File: config.mk
export PLATFORM = sky130hd
export DESIGN_NAME = muldiv_top
export DESIGN_NICKNAME = d
export VERILOG_FILES = /design/src/logic/muldiv_pkg.sv /design/src/logic/hilo_wb_if.sv /design/src/logic/hilo_regs.sv /design/src/logic/muldiv_top.sv /design/src/logic/muldiv_unit.sv /design/src/logic/seq_divider.sv
export SDC_FILE = /design/constraint.sdc
export NUM_CORES = 2
export LEC_CHECK = 0
export BUFFER_PORTS_ARGS = -buffer_cell sky130_fd_sc_hd__clkbuf_2
export CAP_MARGIN = 5
export CELL_PAD_IN_SITES_DETAIL_PLACEMENT = 1
export CELL_PAD_IN_SITES_GLOBAL_PLACEMENT = 2
export CORE_ASPECT_RATIO = 0.9
export CORE_MARGIN = 4
export CORE_UTILIZATION = 40
export DETAILED_ROUTE_END_ITERATION = 16
export PLACE_DENSITY_LB_ADDON = 0.1
export SETUP_SLACK_MARGIN = 0.02
export SKIP_CTS_REPAIR_TIMING = 1
export SYNTH_ARGS = -nofsm -noshare
export SYNTH_HDL_FRONTEND = slang
export SYNTH_SLANG_ARGS = --single-unit
File: constraint.sdc
create_clock -name clk -period 7.05 [get_ports clk]
set_input_delay 0.705 -clock clk [delete_from_list [all_inputs] [get_ports clk]]
set_output_delay 0.705 -clock clk [all_outputs]
set_load 0.03 [all_outputs]
File: src/logic/muldiv_pkg.sv
`default_nettype none

package muldiv_pkg;

    localparam int DATA_W = 32;
    localparam int WIDE_W = 2 * DATA_W;

    // One quotient bit per iteration.
    localparam int DIV_CYCLES = DATA_W;

    // Acceptance to resp_valid, counting the divider load and the result signing cycle.
    localparam int DIV_LATENCY = DIV_CYCLES + 2;

    // Signed or unsigned is carried by a separate flag.
    typedef enum logic [2:0] {
        OP_MULT = 3'd0,
        OP_MADD = 3'd1,
        OP_MSUB = 3'd2,
        OP_MUL  = 3'd3,
        OP_DIV  = 3'd4
    } muldiv_op_e;

    // Magnitude of an operand, or the operand itself in unsigned mode.
    function automatic logic [DATA_W-1:0] magnitude(input logic [DATA_W-1:0] value,
                                                    input logic            is_unsigned);
        logic [DATA_W-1:0] result;
        if (is_unsigned || !value[DATA_W-1]) begin
            result = value;
        end else begin
            result = -value;
        end
        return result;
    endfunction

endpackage

`default_nettype wire

File: src/logic/hilo_wb_if.sv
`timescale 1ns/10ps
`default_nettype none

interface hilo_wb_if import muldiv_pkg::*; ();

    logic              wb_valid;  // One cycle, on the response transfer edge.
    logic [DATA_W-1:0] wb_hi;
    logic [DATA_W-1:0] wb_lo;

    // Architectural contents, fed back for MADD and MSUB.
    logic [DATA_W-1:0] cur_hi;
    logic [DATA_W-1:0] cur_lo;

    modport unit (
        output wb_valid,
        output wb_hi,
        output wb_lo,
        input  cur_hi,
        input  cur_lo
    );

    modport regs (
        input  wb_valid,
        input  wb_hi,
        input  wb_lo,
        output cur_hi,
        output cur_lo
    );

endinterface

`default_nettype wire

File: src/logic/hilo_regs.sv
`timescale 1ns/10ps
`default_nettype none

module hilo_regs import muldiv_pkg::*; (
    input  logic              clk,
    input  logic              rst_n,
    input  logic              mthi,
    input  logic              mtlo,
    input  logic [DATA_W-1:0] move_data,
    hilo_wb_if.regs           wb,
    output logic [DATA_W-1:0] hi,
    output logic [DATA_W-1:0] lo
);

    // A result writeback wins over a software move in the same cycle.
    always_ff @(posedge clk or negedge rst_n) begin
        if (!rst_n) begin
            hi <= '0;
            lo <= '0;
        end else if (wb.wb_valid) begin
            hi <= wb.wb_hi;
            lo <= wb.wb_lo;
        end else begin
            if (mthi) begin
                hi <= move_data;
            end
            if (mtlo) begin
                lo <= move_data;
            end
        end
    end

    assign wb.cur_hi = hi;  // Accumulate source for MADD and MSUB.
    assign wb.cur_lo = lo;

endmodule

`default_nettype wire

File: src/logic/muldiv_top.sv
`timescale 1ns/10ps
`default_nettype none

module muldiv_top import muldiv_pkg::*; (
    input  logic              clk,
    input  logic              rst_n,
    input  logic              flush,
    input  logic              req_valid,
    output logic              req_ready,
    input  muldiv_op_e        req_op,
    input  logic              req_unsigned,
    input  logic [DATA_W-1:0] req_a,
    input  logic [DATA_W-1:0] req_b,
    output logic              resp_valid,
    input  logic              resp_ready,
    output logic [DATA_W-1:0] resp_hi,
    output logic [DATA_W-1:0] resp_lo,
    input  logic              mthi,
    input  logic              mtlo,
    input  logic [DATA_W-1:0] move_data,
    output logic [DATA_W-1:0] hi,
    output logic [DATA_W-1:0] lo
);

    logic              div_start;
    logic              div_abort;
    logic              div_busy;  // Observed by the bound assertions.
    logic              div_done;
    logic [DATA_W-1:0] div_numer;
    logic [DATA_W-1:0] div_denom;
    logic [DATA_W-1:0] div_quotient;
    logic [DATA_W-1:0] div_remain;

    hilo_wb_if hilo_wb ();

    muldiv_unit u_unit (
        .clk          (clk),
        .rst_n        (rst_n),
        .flush        (flush),
        .req_valid    (req_valid),
        .req_ready    (req_ready),
        .req_op       (req_op),
        .req_unsigned (req_unsigned),
        .req_a        (req_a),
        .req_b        (req_b),
        .resp_valid   (resp_valid),
        .resp_ready   (resp_ready),
        .resp_hi      (resp_hi),
        .resp_lo      (resp_lo),
        .wb           (hilo_wb.unit),
        .div_start    (div_start),
        .div_abort    (div_abort),
        .div_numer    (div_numer),
        .div_denom    (div_denom),
        .div_done     (div_done),
        .div_quotient (div_quotient),
        .div_remain   (div_remain)
    );

    seq_divider u_div (
        .clk      (clk),
        .rst_n    (rst_n),
        .abort    (div_abort),
        .start    (div_start),
        .numer    (div_numer),
        .denom    (div_denom),
        .busy     (div_busy),
        .done     (div_done),
        .quotient (div_quotient),
        .remain   (div_remain)
    );

    hilo_regs u_hilo (
        .clk       (clk),
        .rst_n     (rst_n),
        .mthi      (mthi),
        .mtlo      (mtlo),
        .move_data (move_data),
        .wb        (hilo_wb.regs),
        .hi        (hi),
        .lo        (lo)
    );

endmodule

`default_nettype wire

File: src/logic/muldiv_unit.sv
`timescale 1ns/10ps
`default_nettype none

module muldiv_unit import muldiv_pkg::*; (
    input  logic              clk,
    input  logic              rst_n,
    input  logic              flush,
    input  logic              req_valid,
    output logic              req_ready,
    input  muldiv_op_e        req_op,
    input  logic              req_unsigned,
    input  logic [DATA_W-1:0] req_a,
    input  logic [DATA_W-1:0] req_b,
    output logic              resp_valid,
    input  logic              resp_ready,
    output logic [DATA_W-1:0] resp_hi,
    output logic [DATA_W-1:0] resp_lo,
    hilo_wb_if.unit           wb,
    output logic              div_start,
    output logic              div_abort,
    output logic [DATA_W-1:0] div_numer,
    output logic [DATA_W-1:0] div_denom,
    input  logic              div_done,
    input  logic [DATA_W-1:0] div_quotient,
    input  logic [DATA_W-1:0] div_remain
);

    typedef enum logic [1:0] {
        S_IDLE,
        S_RUN,
        S_RESP
    } state_e;

    state_e state;

    logic              accept;
    logic [DATA_W-1:0] mag_a;
    logic [DATA_W-1:0] mag_b;
    logic              prod_neg;
    logic [WIDE_W-1:0] prod_mag;
    logic [WIDE_W-1:0] prod_val;
    logic [WIDE_W-1:0] hilo_cur;
    logic [WIDE_W-1:0] mul_result;

    // Captured request state, needed for the divider sign fixup and the writeback.
    logic              uns_q;
    logic              a_sign_q;
    logic              b_sign_q;
    logic              wb_en_q;  // Clear for MUL, which leaves HI/LO alone.

    logic              quot_neg;
    logic              rem_neg;
    logic [DATA_W-1:0] quot_val;
    logic [DATA_W-1:0] rem_val;

    // A request seen together with a flush is not taken.
    assign req_ready  = (state == S_IDLE) && !flush;
    assign accept     = req_valid && req_ready;
    assign resp_valid = (state == S_RESP);

    assign mag_a    = magnitude(req_a, req_unsigned);
    assign mag_b    = magnitude(req_b, req_unsigned);
    assign prod_neg = !req_unsigned && (req_a[DATA_W-1] ^ req_b[DATA_W-1]);
    assign prod_mag = {{DATA_W{1'b0}}, mag_a} * {{DATA_W{1'b0}}, mag_b};
    assign prod_val = prod_neg ? -prod_mag : prod_mag;
    assign hilo_cur = {wb.cur_hi, wb.cur_lo};

    always_comb begin
        case (req_op)
            OP_MADD: mul_result = hilo_cur + prod_val;
            OP_MSUB: mul_result = hilo_cur - prod_val;
            default: mul_result = prod_val;  // MULT and MUL.
        endcase
    end

    assign quot_neg = !uns_q && (a_sign_q ^ b_sign_q);
    assign rem_neg  = !uns_q && a_sign_q;  // The remainder follows the dividend.
    assign quot_val = quot_neg ? -div_quotient : div_quotient;
    assign rem_val  = rem_neg ? -div_remain : div_remain;

    // The divider loads its magnitudes on the acceptance edge.
    assign div_start = accept && (req_op == OP_DIV);
    assign div_abort = flush;
    assign div_numer = mag_a;
    assign div_denom = mag_b;

    always_ff @(posedge clk or negedge rst_n) begin
        if (!rst_n) begin
            state <= S_IDLE;
        end else if (flush) begin
            state <= S_IDLE;
        end else begin
            case (state)
                S_IDLE: begin
                    if (accept) begin
                        state <= (req_op == OP_DIV) ? S_RUN : S_RESP;
                    end
                end
                S_RUN: begin
                    if (div_done) begin
                        state <= S_RESP;
                    end
                end
                S_RESP: begin
                    if (resp_ready) begin
                        state <= S_IDLE;
                    end
                end
                default: state <= S_IDLE;
            endcase
        end
    end

    always_ff @(posedge clk) begin
        if (accept) begin
            uns_q    <= req_unsigned;
            a_sign_q <= req_a[DATA_W-1];
            b_sign_q <= req_b[DATA_W-1];
            wb_en_q  <= (req_op != OP_MUL);
        end
    end

    // Response buffer. It is held untouched while S_RESP waits for resp_ready.
    always_ff @(posedge clk) begin
        if (accept && req_op != OP_DIV) begin
            {resp_hi, resp_lo} <= mul_result;
        end else if (state == S_RUN && div_done) begin
            resp_hi <= rem_val;
            resp_lo <= quot_val;
        end
    end

    assign wb.wb_valid = resp_valid && resp_ready && wb_en_q && !flush;
    assign wb.wb_hi    = resp_hi;
    assign wb.wb_lo    = resp_lo;

endmodule

`default_nettype wire

File: src/logic/seq_divider.sv
`timescale 1ns/10ps
`default_nettype none

module seq_divider import muldiv_pkg::*; (
    input  logic              clk,
    input  logic              rst_n,
    input  logic              abort,
    input  logic              start,
    input  logic [DATA_W-1:0] numer,
    input  logic [DATA_W-1:0] denom,
    output logic              busy,
    output logic              done,
    output logic [DATA_W-1:0] quotient,
    output logic [DATA_W-1:0] remain
);

    logic [DIV_CYCLES-1:0] stage;  // One-hot, shifts right once per quotient bit.
    logic [DATA_W-1:0]     denom_q;
    logic [DATA_W:0]       trial;

    assign busy = |stage;

    // Shift the next dividend bit into the partial remainder and try the subtraction.
    assign trial = {remain, quotient[DATA_W-1]} - {1'b0, denom_q};

    always_ff @(posedge clk or negedge rst_n) begin
        if (!rst_n) begin
            stage <= '0;
            done  <= 1'b0;
        end else if (abort) begin
            stage <= '0;
            done  <= 1'b0;
        end else begin
            done <= stage[0];  // The last iteration completes on this edge.
            if (start) begin
                stage <= {1'b1, {(DIV_CYCLES-1){1'b0}}};
            end else begin
                stage <= stage >> 1;
            end
        end
    end

    // The quotient register starts out holding the dividend and fills from the right.
    always_ff @(posedge clk) begin
        if (start) begin
            remain   <= '0;
            quotient <= numer;
            denom_q  <= denom;
        end else if (busy) begin
            if (!trial[DATA_W]) begin
                remain   <= trial[DATA_W-1:0];
                quotient <= {quotient[DATA_W-2:0], 1'b1};
            end else begin
                // Restore. The partial remainder keeps the shifted value.
                remain   <= {remain[DATA_W-2:0], quotient[DATA_W-1]};
                quotient <= {quotient[DATA_W-2:0], 1'b0};
            end
        end
    end

    // A zero divisor never restores, so the quotient ends as all ones and the
    // remainder as the dividend.

endmodule

`default_nettype wire

* Word-level counts from Yosys, hierarchy flattened
Cells that the tools add are included.
** Cells by class
- Muxes and demuxes :: 27
- Add/sub/neg operators :: 8
- Bitwise gates (word level) :: 2
- Multipliers :: 1
- Reduce and logical (&&, ||, !) cells :: 25
- Equality and inequality tests :: 10
** Operators with widths (number)
- two-way mux 32 bit :: 17
- negation 32 bit :: 4
- one-hot mux 64 bit (2 select lines) :: 1
- adder 64 bit :: 1
- multiplier 32 x 32 -> 64 bit :: 1
- two-way mux 64 bit :: 1
- negation 64 bit :: 1
- subtractor 64 bit :: 1
- subtractor 33 x 32 -> 33 bit :: 1
- OR reduction 32 bit :: 1
- logical AND 1 bit :: 11
- two-way mux 2 bit :: 5
- != test 3 x 2 -> 1 bit (second input constant) :: 3
- nonzero test 2 bit :: 4
- != test 3 bit (second input constant) :: 2
- one-hot mux 2 bit (3 select lines) :: 1
- zero test 1 bit :: 5
- == test 3 x 1 -> 1 bit (second input constant) :: 1
- == test 3 x 2 -> 1 bit (second input constant) :: 1
- == test 3 bit (second input constant) :: 1
- AND reduction 3 bit :: 1
- == test 2 x 1 -> 1 bit (second input constant) :: 1
- == test 2 bit (second input constant) :: 1
- zero test 2 bit :: 1
- other kinds (3) :: 6
** Word-level totals
- Register bits :: 263
- Logic and storage cells :: 87
- Output and inout bits :: 130

* Longest topological paths before layout
- Depth after elaboration :: 9
- Depth in mapped cells :: 61
- Gate-level depth less buffers :: 59

* Hierarchy
From an unflattened synthesis, not the netlist that was laid out.
** Unflattened totals
- Cell total of the unflattened synthesis :: 6700
- Area, all modules :: 56706.9 um^2
** Modules (own cells, without submodules)
- muldiv_unit :: cells an instance 5722, times used 1, area each 46390.7 um^2
- seq_divider :: cells an instance 636, times used 1, area each 6820.3 um^2
- hilo_regs :: cells an instance 342, times used 1, area each 3495.9 um^2

* Least setup slack after synthesis
OpenSTA, ideal clock, no wires.
- Path kind :: input -> register
- Start :: input req_a[0]
- End :: register u_unit.resp_hi[31] (data pin)
- Path buffers :: 4
- Required time :: 6.781 ns
- Cell stages on the path :: 57
- Library setup time :: 0.269 ns
- Path slack :: -7.302 ns
- Data arrival time :: 14.083 ns
- Cells stage by stage :: clkbuf_1 > inv_1 > clkbuf_1 > ha_1 > nor3b_1 > nand2_1 > o21ai_0 > xor2_1 > clkbuf_1 > nor2_1 > fa_1 > inv_1 > fa_1 > fa_1 > fa_1 > inv_1 > fa_1 > inv_1 > (+21 left out) > xor2_1 > ha_1 > a21o_1 > a21oi_1 > nor2b_1 > or3_1 > a21oi_1 > o21bai_1 > o21ai_0 > a21boi_0 > nand4_1 > nand2_1 > o41ai_1 > o211ai_1 > or4_1 > nand3_1 > xnor2_1 > a21oi_1
** On the way
- Longest elaborated chain between the ends :: 8
- Elaborated cells between the ends (all ways) :: 9
** RTL lines
- start: declaration :: RTL line muldiv_top.sv:12 : input logic [DATA_W-1:0] req_a,
- negation 32 bit :: RTL line muldiv_pkg.sv:30 : result = -value;
- two-way mux 32 bit (*) :: RTL line muldiv_pkg.sv:27 : if (is_unsigned || !value[DATA_W-1]) begin
- multiplier 32 x 32 -> 64 bit (*) :: RTL line muldiv_unit.sv:64 : assign prod_mag = {{DATA_W{1'b0}}, mag_a} * {{DATA_W{1'b0}}, mag_b};
- negation 64 bit :: RTL line muldiv_unit.sv:65 : assign prod_val = prod_neg ? -prod_mag : prod_mag;
- two-way mux 64 bit (*) :: RTL line muldiv_unit.sv:65
- subtractor 64 bit or adder 64 bit (tied branches) :: RTL line muldiv_unit.sv:71, muldiv_unit.sv:70
- one-hot mux 64 bit (2 select lines) (*) :: RTL line muldiv_unit.sv:69 : case (req_op)
- two-way mux 32 bit (*) :: RTL line muldiv_unit.sv:125 : if (accept && req_op != OP_DIV) begin
- end signal: assignment :: RTL line muldiv_unit.sv:126 : {resp_hi, resp_lo} <= mul_result;
- end signal: assignment :: RTL line muldiv_unit.sv:128 : resp_hi <= rem_val;
- end: declaration :: RTL line muldiv_unit.sv:16 : output logic [DATA_W-1:0] resp_hi,
Every way passes the cells marked *; elsewhere a longest branch is shown, timed or not.
A chain may end at the register's enable or synchronous reset.

* Worst setup path in the final report
- Start :: input req_a[6]
- End :: register u_unit.resp_hi[31] (data pin)
The elaborated chain is that of the path after synthesis.

==> impl_metrics.yaml <==
grt:
  grt-ovfl-total: 0
  grt_use_total_pct: 32.41
  grt_busiest_layer: "met2"
  met3_usage_pct: 4.296
  grtUsageMet2_pct: 53.53
  grt_use_met1_pct: 45.78
  grt_max_degree: 108
  grt_pass1_vias: 56490
  antenna_found_initial: 13
  grt_first_pass_wirelength_um: 354200
sta:
  hold_violations: 0
  period_share_pct: 189.4
  fmax_ghz: 0.07489
  rsz0062_at_grt: "yes"
  final.min_clock_period_ns: 13.35
  worst_pin_slew_ns: 1.201
  setup_viol: 56
  maxSlewViolCount: 0
  maxSlewHeadroom_pct: 19.95
  fin_worst_skew_ns: 0.01439
  setup_ws_ns: -6.303
clocking:
  cts.clk_slew.worst_paths_ns: 0.07
  htree_num_levels: 1
  ctsRootBufferMaster: "clkbuf_16"
  clk_path_buf_depth: 3
  cts_buffers: 31
  clk_latency_ns: 0.63
  clkSinkCount: 263
  tritoncts: "yes"
status:
  status: "finished with violations"
  violations: "negative setup slack"
detailed_routing:
  drtAntennaViolNets: 0
  vias: 53270
  drt_wl_total_um: 241800
  dr.pass1.iters: 5
  routedWlPerCell_um: 24.61
  drtIter0Drc: 3945
  drc: 0
  viasPerCell: 5.422
min_path:
  min_path_type: "input pin to asynchronous set/reset pin"
die:
  num_rows: 129
  die_area_mm2: 0.1441
  die_h_um: 360.6
  core-area_mm2: 0.1374
  start_util_pct: 40.22
  ios: 237
  die_w_um: 399.7
worst_setup_path:
  worst-path-max-fanout: 5
  crit_type: "input pin to flip-flop"
  slowest_delay_ns: 0.62
  cpMostUsedCell: "fa_1"
  end_kind: "flip-flop"
  cp_data_required_time_ns: 7.41
  startpoint_type: "input pin"
  cp_data_arrival_time_ns: 13.71
  cpMaxStageDelayCell: "fa_1"
synthesis:
  synth_area_mm2: 0.05525
  async_flop_share_pct: 37.64
  synth_edf_count: 132
  ys.flop_type: "edfxtp_1"
  synthesis.instances: 6567
  synth-seq-cells: 263
  synth_area_leaders: "fa_1, ha_1, edfxtp_1, inv_1, nand2_1"
  syn_avg_cell_area_um2: 8.413
  synth_top_area_share_pct: 32.54
  yosysTopAreaCell: "fa_1"
  synth_warnings: 0
  synth.distinct_cells: 108
  syn-num-nets: 7936
  synth_seq_area_share_pct: 12.82
place:
  pre_cts_slack_ns: -7.225
  port_buffers: 236
  dpl.hpwl_um: 206200
  globalplace.congestion: 0.9540
layout:
  nets: 9333
  layout_common_cells: "buf_4, inv_1, fa_1"
  final_common_cell: "buf_4"
  drive_gt1_share_pct: 28.55
  area_growth_pct: 33.18
flow_run:
  cap_viol_max_count: 0
==> layer usage <==
layer / routed length (µm) / part of all wire, %
met2: 115100 / 48
met1: 106200 / 44
met5: 0 / 0
met3: 14720 / 6.1
met4: 5775 / 2.4
==> area by class of cell <==
type	count	area [µm²]
inverter	1046	3969
tap	1834	2295
sequential	263	7082
timing repair buffer	1671	12850
clock buffer	42	888.4
fill	16220	63780
multi-input combinational	4951	46320
antenna	2	5.005
clock inverter	16	168.9
==> worst max-delay path: cells and delay by family <==
kind                     cells  cell delay, ns
XOR/XNOR                     4            0.66
buffers and inverters       14            1.72
AO/OA/AOI/OAI               12            1.49
adder cells (fa/ha/maj)     10            4.72
AND/OR/NAND/NOR             21            4.42
==> synthesized netlist by cell type (47+ instances only) <==
library cell and instances:
a21o_1 101, o21ai_0 262, nand3_1 47, ha_1 364, xor2_1 174, xnor2_1 215, dfrtp_1 99, fa_1 898
and2_1 74, a31oi_1 49, nor2_1 775, inv_1 1035, nor3_1 90, edfxtp_1 132, a211oi_1 68, clkbuf_1 277
nand2_1 839, a21oi_1 328, mux2i_1 78
==> path summary, 6_finish.rpt <==
kind	start	end	slack, ns	cells after the start
max	req_a[6]	u_unit.resp_hi[31]$_DFFE_PP_	-6.30	61
min	rst_n	u_div.stage[12]$_DFF_PN0_	0.10	1
max reg2reg	u_div.quotient[31]$_DFFE_PP_	u_div.remain[1]$_SDFFE_PP0P_	1.04	21
min reg2reg	u_div.stage[20]$_DFF_PN0_	u_div.stage[19]$_DFF_PN0_	0.49	1
max in group asynchronous	rst_n	u_hilo.hi[28]$_DFFE_PN0P_	5.80	2
min in group clk	resp_ready	u_unit.state[1]$_DFFE_PN0P_	0.39	3
==> flip-flops by register name, indices dropped and copies added, names as in the netlist, 2 cells and up <==
name and count:
u_div.denom_q 32, u_div.quotient 32, u_div.stage 32, u_unit.state 2, u_unit.resp_lo 32, u_hilo.hi 32
u_hilo.lo 32, u_div.remain 32, u_unit.resp_hi 32
==> metrics by stage <==
step | instances | hold slack (ns) | instance area, µm² | setup TNS (ns) | util, %
after floorplan | 6567 | 0.4094 | 55910 | -239.87 | -
after global placement | 9667 | 0.4626 | 69110 | -309.81 | 50.32
after detailed placement | 9667 | 0.4661 | 69110 | -322.48 | 50.32
after CTS | 9725 | 0.09674 | 70170 | -287.23 | 51.09
after global routing | 9824 | 0.1481 | 73580 | -284.94 | 53.57
final | 9825 | 0.1016 | 73580 | -262.15 | 53.57
==> logic make-up (layout without fill, tap and decap cells) <==
family	after synthesis	count (layout)	synth area share, %
DFF	263	263	12.82
buffers and inverters	1353	2775	9.240
AOI/OAI and AO/OA	1083	1083	12.41
xor gates and xnor gates	391	391	6.226
and+or+nand+nor	2132	2132	17.00
other	0	2	0
adders and majority gates	1262	1262	40.78
muxes	83	83	1.515
Power is not shown: default switching activity piles up to over one toggle a cycle in this logic, so the estimate is an artifact.
